$ cat src/design/neuron_params.svh
`ifndef NEURON_PARAMS_SVH
`define NEURON_PARAMS_SVH

// Activations per neuron.
`define NUM_INPUTS 15

// IEEE-754 single precision fields.
`define FLOAT_WIDTH 32
`define EXP_WIDTH 8
`define MANT_WIDTH 23

`endif
$ cat src/design/neuronPkg.sv
`default_nettype none

`include "neuron_params.svh"

package neuronPkg;

	// One slot per input plus the bias slot.
	typedef logic [$clog2(`NUM_INPUTS + 1)-1:0] weightIndex;

	typedef enum logic [1:0] {
		idle,
		collect,
		addBias,
		finish
	} controlState;

endpackage

`default_nettype wire

$ cat src/design/floatPkg.sv
`default_nettype none

`include "neuron_params.svh"

package floatPkg;

	// Full single precision word.
	typedef logic [`FLOAT_WIDTH-1:0] floatWord;

	// Biased exponent field.
	typedef logic [`EXP_WIDTH-1:0] floatExp;

	// Mantissa with the hidden bit restored.
	typedef logic [`MANT_WIDTH:0] floatMant;

endpackage

`default_nettype wire

$ cat src/design/macBus.sv
`timescale 1ns/1ps
`default_nettype none

interface macBus;
	logic clear;
	logic accumulate;
	logic useBias;
	logic finish;

	modport control (
		output clear,
		output accumulate,
		output useBias,
		output finish
	);

	modport sink (
		input clear,
		input accumulate,
		input useBias,
		input finish
	);
endinterface

`default_nettype wire

$ cat src/design/neuronTop.sv
`timescale 1ns/1ps
`default_nettype none

module neuronTop (
	input logic clk,
	input logic rstN,
	input logic sampleValid,
	input floatPkg::floatWord sampleData,
	input logic weightWrite,
	input neuronPkg::weightIndex weightAddr,
	input floatPkg::floatWord weightData,
	output floatPkg::floatWord result,
	output logic resultValid,
	output logic busy
);
	import floatPkg::*;
	import neuronPkg::*;

	floatWord weight;
	floatWord product;
	weightIndex readIndex;

	macBus mac ();

	neuronControl controlUnit (
		.clk(clk),
		.rstN(rstN),
		.sampleValid(sampleValid),
		.weightIndex(readIndex),
		.busy(busy),
		.resultValid(resultValid),
		.mac(mac.control)
	);

	weightStore store (
		.clk(clk),
		.rstN(rstN),
		.weightWrite(weightWrite),
		.weightAddr(weightAddr),
		.weightData(weightData),
		.readIndex(readIndex),
		.weight(weight)
	);

	floatMultiply multiplier (
		.a(sampleData),
		.b(weight),
		.product(product)
	);

	neuronAccumulator accumulator (
		.clk(clk),
		.rstN(rstN),
		.product(product),
		.weight(weight),
		.mac(mac.sink),
		.result(result)
	);
endmodule

`default_nettype wire

$ cat src/design/neuronControl.sv
`timescale 1ns/1ps
`default_nettype none

`include "neuron_params.svh"

module neuronControl (
	input logic clk,
	input logic rstN,
	input logic sampleValid,
	output neuronPkg::weightIndex weightIndex,
	output logic busy,
	output logic resultValid,
	macBus.control mac
);
	import neuronPkg::*;

	localparam int LastSample = `NUM_INPUTS - 1;
	localparam int BiasSlot = `NUM_INPUTS;

	controlState state;
	logic [$bits(weightIndex)-1:0] count;
	logic accept;

	assign busy = (state == addBias) || (state == finish);
	assign accept = sampleValid && !busy;

	assign mac.clear = (state == finish);
	assign mac.accumulate = accept || (state == addBias);
	assign mac.useBias = (state == addBias);
	assign mac.finish = (state == finish);

	assign weightIndex = (state == addBias) ? BiasSlot[$bits(weightIndex)-1:0] : count;

	always_ff @(posedge clk)
	begin
		if (!rstN)
		begin
			state <= idle;
			count <= '0;
			resultValid <= 1'b0;
		end
		else
		begin
			// Lines up with the output register load.
			resultValid <= (state == finish);
			case (state)
				idle, collect:
				begin
					if (accept)
					begin
						if (int'(count) == LastSample)
						begin
							state <= addBias;
							count <= '0;
						end
						else
						begin
							state <= collect;
							count <= count + 1'b1;
						end
					end
				end
				addBias:
					state <= finish;
				default:
					state <= idle;
			endcase
		end
	end
endmodule

`default_nettype wire

$ cat src/design/neuronAccumulator.sv
`timescale 1ns/1ps
`default_nettype none

`include "neuron_params.svh"

module neuronAccumulator (
	input logic clk,
	input logic rstN,
	input floatPkg::floatWord product,
	input floatPkg::floatWord weight,
	macBus.sink mac,
	output floatPkg::floatWord result
);
	import floatPkg::*;

	floatWord acc;
	floatWord operand;
	floatWord accSum;

	// Bias comes straight from the store.
	assign operand = mac.useBias ? weight : product;

	floatAdd adder (
		.a(acc),
		.b(operand),
		.sum(accSum)
	);

	always_ff @(posedge clk)
	begin
		if (!rstN)
		begin
			acc <= '0;
			result <= '0;
		end
		else
		begin
			if (mac.clear)
				acc <= '0;
			else if (mac.accumulate)
				acc <= accSum;
			// ReLU on the way out.
			if (mac.finish)
				result <= acc[`FLOAT_WIDTH-1] ? '0 : acc;
		end
	end
endmodule

`default_nettype wire

$ cat src/design/weightStore.sv
`timescale 1ns/1ps
`default_nettype none

`include "neuron_params.svh"

module weightStore (
	input logic clk,
	input logic rstN,
	input logic weightWrite,
	input neuronPkg::weightIndex weightAddr,
	input floatPkg::floatWord weightData,
	input neuronPkg::weightIndex readIndex,
	output floatPkg::floatWord weight
);
	import floatPkg::*;

	// Slot NUM_INPUTS holds the bias.
	floatWord slots [`NUM_INPUTS+1];

	always_ff @(posedge clk)
	begin
		if (!rstN)
		begin
			for (int i = 0; i <= `NUM_INPUTS; i++)
				slots[i] <= '0;
		end
		else if (weightWrite)
		begin
			slots[weightAddr] <= weightData;
		end
	end

	assign weight = slots[readIndex];
endmodule

`default_nettype wire

$ cat src/design/floatAdd.sv
`timescale 1ns/1ps
`default_nettype none

`include "neuron_params.svh"

module floatAdd (
	input floatPkg::floatWord a,
	input floatPkg::floatWord b,
	output floatPkg::floatWord sum
);
	import floatPkg::*;

	floatWord big;
	floatWord little;
	floatExp expBig;
	floatExp expSmall;
	floatExp expDiff;
	floatExp expOut;
	floatMant mantBig;
	floatMant mantSmall;
	floatMant mantAligned;
	logic [`MANT_WIDTH+1:0] mantSum;
	logic [`MANT_WIDTH:0] mantNorm;
	logic [$clog2(`MANT_WIDTH+2)-1:0] lzCount;
	logic found;

	always_comb
	begin
		// Larger magnitude first so the difference never goes negative.
		if (a[`FLOAT_WIDTH-2:0] >= b[`FLOAT_WIDTH-2:0])
		begin
			big = a;
			little = b;
		end
		else
		begin
			big = b;
			little = a;
		end

		expBig = big[`FLOAT_WIDTH-2 -: `EXP_WIDTH];
		expSmall = little[`FLOAT_WIDTH-2 -: `EXP_WIDTH];
		mantBig = (expBig == '0) ? '0 : {1'b1, big[`MANT_WIDTH-1:0]};
		mantSmall = (expSmall == '0) ? '0 : {1'b1, little[`MANT_WIDTH-1:0]};

		// Shifted out bits are dropped.
		expDiff = expBig - expSmall;
		mantAligned = mantSmall >> expDiff;

		if (big[`FLOAT_WIDTH-1] ^ little[`FLOAT_WIDTH-1])
			mantSum = {1'b0, mantBig} - {1'b0, mantAligned};
		else
			mantSum = {1'b0, mantBig} + {1'b0, mantAligned};

		lzCount = '0;
		found = 1'b0;
		for (int i = `MANT_WIDTH; i >= 0; i--)
		begin
			if (!found)
			begin
				if (mantSum[i])
					found = 1'b1;
				else
					lzCount = lzCount + 1'b1;
			end
		end
		mantNorm = mantSum[`MANT_WIDTH:0] << lzCount;

		sum = '0;
		expOut = expBig;
		if (mantSum[`MANT_WIDTH+1])
		begin
			// A carry out shifts the sum right by one.
			expOut = expBig + 1'b1;
			sum = {big[`FLOAT_WIDTH-1], expOut, mantSum[`MANT_WIDTH:1]};
		end
		else if (found && expBig > floatExp'(lzCount))
		begin
			expOut = expBig - floatExp'(lzCount);
			sum = {big[`FLOAT_WIDTH-1], expOut, mantNorm[`MANT_WIDTH-1:0]};
		end
	end
endmodule

`default_nettype wire

$ cat src/design/floatMultiply.sv
`timescale 1ns/1ps
`default_nettype none

`include "neuron_params.svh"

module floatMultiply (
	input floatPkg::floatWord a,
	input floatPkg::floatWord b,
	output floatPkg::floatWord product
);
	import floatPkg::*;

	localparam logic [`EXP_WIDTH+1:0] Bias = {3'b000, {(`EXP_WIDTH-1){1'b1}}};

	floatExp expA;
	floatExp expB;
	floatMant mantA;
	floatMant mantB;
	logic [2*`MANT_WIDTH+1:0] mantProd;
	logic [`EXP_WIDTH+1:0] expSum;
	logic [`MANT_WIDTH-1:0] mantOut;
	logic norm;

	assign expA = a[`FLOAT_WIDTH-2 -: `EXP_WIDTH];
	assign expB = b[`FLOAT_WIDTH-2 -: `EXP_WIDTH];
	assign mantA = {1'b1, a[`MANT_WIDTH-1:0]};
	assign mantB = {1'b1, b[`MANT_WIDTH-1:0]};

	always_comb
	begin
		mantProd = {{(`MANT_WIDTH+1){1'b0}}, mantA} * {{(`MANT_WIDTH+1){1'b0}}, mantB};
		// Product of two normals lies in [1, 4).
		norm = mantProd[2*`MANT_WIDTH+1];
		if (norm)
			mantOut = mantProd[2*`MANT_WIDTH -: `MANT_WIDTH];
		else
			mantOut = mantProd[2*`MANT_WIDTH-1 -: `MANT_WIDTH];
		expSum = {2'b00, expA} + {2'b00, expB} - Bias + {{(`EXP_WIDTH+1){1'b0}}, norm};

		// Zero, denormal operands and underflow all flush to +0.
		if (expA == '0 || expB == '0 || expSum[`EXP_WIDTH+1] || expSum == '0)
			product = '0;
		else
			product = {a[`FLOAT_WIDTH-1] ^ b[`FLOAT_WIDTH-1], expSum[`EXP_WIDTH-1:0], mantOut};
	end
endmodule

`default_nettype wire

$ cat config.mk
export PLATFORM = sky130hd
export DESIGN_NAME = neuronTop
export DESIGN_NICKNAME = d
export VERILOG_FILES = /design/src/design/neuronPkg.sv /design/src/design/floatPkg.sv /design/src/design/macBus.sv /design/src/design/neuronTop.sv /design/src/design/neuronControl.sv /design/src/design/neuronAccumulator.sv /design/src/design/weightStore.sv /design/src/design/floatAdd.sv /design/src/design/floatMultiply.sv
export VERILOG_INCLUDE_DIRS = /design/src /design/src/design
export SDC_FILE = /design/constraint.sdc
export NUM_CORES = 2
export LEC_CHECK = 0
export ABC_AREA = 1
export BUFFER_PORTS_ARGS = -buffer_cell sky130_fd_sc_hd__buf_2
export CORE_MARGIN = 3
export CORE_UTILIZATION = 45
export CTS_CLUSTER_SIZE = 16
export DETAILED_ROUTE_END_ITERATION = 6
export GPL_TIMING_DRIVEN = 0
export PLACE_DENSITY_LB_ADDON = 0.1
export RECOVER_POWER = 50
export SLEW_MARGIN = 20
export SYNTH_ARGS = -nofsm -noshare
export SYNTH_HDL_FRONTEND = slang
export SYNTH_SLANG_ARGS = --single-unit
$ cat constraint.sdc
create_clock -name clk -period 36.8 [get_ports clk]
set_input_delay 1.84 -clock clk [delete_from_list [all_inputs] [get_ports clk]]
set_output_delay 1.84 -clock clk [all_outputs]
set_load 0.03 [all_outputs]
==> impl_metrics.csv <==
group,metric,value,unit
outcome,status,"finished, final reports clean",
yosys,netlist_instances,6813,
drt,dr_total_vias,48400,
floorplan,die_area,0.124,mm^2
yosys,ys_ff_latch,582,
cts,tritoncts,"yes",
yosys,synth-xor-area-share,1.51,%
global_routing,grtUsageMet2,52.0,%
worst_setup_path,cp.arrival,34.58,ns
cts,clock_path_buffers,3,
floorplan,initial_core_util,45.5,%
placement,pre_cts_slack,2.04,ns
layout,drive_above_1_share,4.80,%
timing,period_share,92.5,%
yosys,synthSimpleGateAreaFrac,23.5,%
drt,dr.first_iter.drc_count,5028,
cts,cts_sinks,582,
hold_path,min_path_type,"reg2reg",
floorplan,die_y,353,um
yosys,avgSynthCellArea,7.94,um^2
cts,h-tree-depth,2,
placement,dp_hpwl,151000,um
cts,cts_setup_buffers,0,
worst_setup_path,cp.required,37.33,ns
cts,clk_pin_slew,0.07,ns
worst_setup_path,worst_setup_path_end_kind,"register",
run,drv_cap,0,
global_routing,met1_usage,43.2,%
global_routing,grt_use_met3,5.15,%
timing,setup_slack,2.75,ns
layout,multi_input_area,0.0319,mm^2
cts,root_buffer,"clkbuf_16",
layout,area_growth,8.58,%
worst_setup_path,cp_common_cell,"nand2_1",
drt,vias_per_cell,5.61,
layout,fin_nets,7796,
layout,seq_area,0.0168,mm^2
drt,drcViolationCount,0,
yosys,synth-compound-area-share,9.70,%
placement,place_congestion,0.968,
yosys,synth_cell_type_count,64,
yosys,async_flop_share,0,%
global_routing,grt_usage,32.2,%
layout,fillCellCount,11900,
timing,skew,0.0280,ns
timing,rsz0062_at_grt,"no",
timing,drv_slew,0,
global_routing,grt_pass1_wl,302000,um
yosys,synth_edf_count,512,
timing,min_period,34.05,ns
floorplan,die-width,353,um
cts,cts_hold_buffers,0,
worst_setup_path,critPathLaunchType,"register",
drt,wl_per_cell,23.5,um
yosys,synth_top_family_by_area,"adder cells",
cts,cts_resized,0,
drt,first_pass_iters,6,
yosys,yosysSeqAreaShare,31.0,%
drt,finalWirelength,202000,um
floorplan,core_area,0.119,mm^2
global_routing,antenna_found_initial,5,
yosys,synth_mux_area_share,0,%
worst_setup_path,path_class,"reg2reg",
timing,hold_violations,0,
yosys,netlist_area,0.0541,mm^2
cts,clock_latency,0.64,ns
cts,numCtsBuffers,59,
floorplan,rows,126,
timing,finalSetupViolations,0,
worst_setup_path,max_stage_delay,0.66,ns
yosys,synth_nets,7632,
global_routing,grt_max_degree,33,
timing,fmax,29.4,MHz
yosys,yosysWarningCount,0,
global_routing,grt_pass1_vias,47900,
floorplan,num_io_pins,106,
yosys,synth_fa_ha_area_share,24.0,%
global_routing,globalRoute.totalOverflow,0,
timing,tightest_slew,1.25,ns
timing,relSlewSlack,16.4,%
global_routing,busiest_layer,"met2",
placement,port_buffers,102,
drt,postRouteAntennaNets,0,
worst_setup_path,cp_max_fo,11,
timing,setup_tns,0,ns
worst_setup_path,cp_slowest_cell,"clkbuf_1",
yosys,synth_top_flop_cell,"edfxtp_1",
[registers in the layout (all words and copies together), names as in the netlist]
register	cells
controlUnit.count	4
controlUnit.state	2
accumulator.acc	32
accumulator.result	31
store.slots	512
controlUnit.resultValid	1
[cell usage in the layout (no fill, tap or decap), types with 34 or more instances in the layout]
cell type and n:
dfxtp_1 70, xor2_1 59, fa_1 484, buf_2 93, nand3_1 372, a221oi_1 51, o21ai_0 254, inv_1 1053
nand2_1 1435, clkinv_1 36, edfxtp_1 512, a21oi_1 313, clkbuf_16 60, o211ai_1 48, clkbuf_1 307, nor2_1 1070
nand4_1 47, xnor2_1 34, ha_1 263
[critical path: cells and delay by family, from the launching register on]
kind	cells	cell delay [ns]
AOI/OAI and AO/OA	33	6.73
xor gates and xnor gates	2	0.46
adders and majority gates	26	9.29
buffers and inverters	39	7.15
DFF	1	0.41
and+or+nand+nor	77	9.78
[cells in the mapped netlist (32+ instances only)]
cell type / n / area [um^2]
a221oi_1: 51 / 447
clkbuf_1: 271 / 1020
dfxtp_1: 70 / 1400
buf_1: 32 / 120
nand3_1: 372 / 1860
a21oi_1: 313 / 1570
nand2_1: 1450 / 5440
o211ai_1: 48 / 360
ha_1: 263 / 3290
o21ai_0: 254 / 1270
xnor2_1: 34 / 298
edfxtp_1: 512 / 15400
nor2_1: 1070 / 4020
inv_1: 1053 / 3950
xor2_1: 59 / 517
nand4_1: 47 / 294
fa_1: 484 / 9690
[logic make-up after synthesis]
group                    count (synthesis)
other                                    1
XOR/XNOR                                93
flip-flops                             582
adder cells (fa/ha/maj)                747
buffers and inverters                 1445
AND/OR/NAND/NOR                       3077
AO/OA/AOI/OAI                          868
[path summary, 6_finish.rpt]
kind | from | to | slack (ns) | cells after the start
min reg2reg | accumulator.result[15] | accumulator.result[15] | 0.47 | 1
min | accumulator.result[15] | accumulator.result[15] | 0.47 | 1
max | controlUnit.state[0] | accumulator.acc[2] | 2.75 | 177
max reg2reg | controlUnit.state[0] | accumulator.acc[2] | 2.75 | 177
[per-layer routing]
metal / share of wire, % / wire length [um] / vias to the layer above
li1: - / - / 22100
met1: 40 / 81600 / 23500
met2: 46 / 92700 / 2349
met3: 9.2 / 18700 / 491
met4: 4.7 / 9500 / 8
met5: 0.028 / 57 / -
[metrics by stage]
stage                     cell area (um^2)  utilization (%)  std cells  hold WS, ns
final                                58700             49.5       8626        0.468
after global placement               56600             47.7       8515        0.450
after floorplan                      54100                -       6813        0.448
after detailed placement             56800             47.8       8517        0.455
after global routing                 58700             49.5       8624        0.493
after CTS                            58800             49.5       8625        0.471
[area by class of cell]
type / instances / area share (%)
clock inverters: 43 / 0.816
clock buffers: 65 / 2.59
diodes: 2 / 0.00852
repair buffers: 104 / 0.878
well taps: 1600 / 3.41
inverters: 1102 / 7.06
multi-input cells: 4786 / 54.3
flip-flops and latches: 582 / 28.6
plain buffers: 342 / 2.39
Power is not shown: default switching activity piles up to over one toggle a cycle in this logic, so the estimate is an artifact.
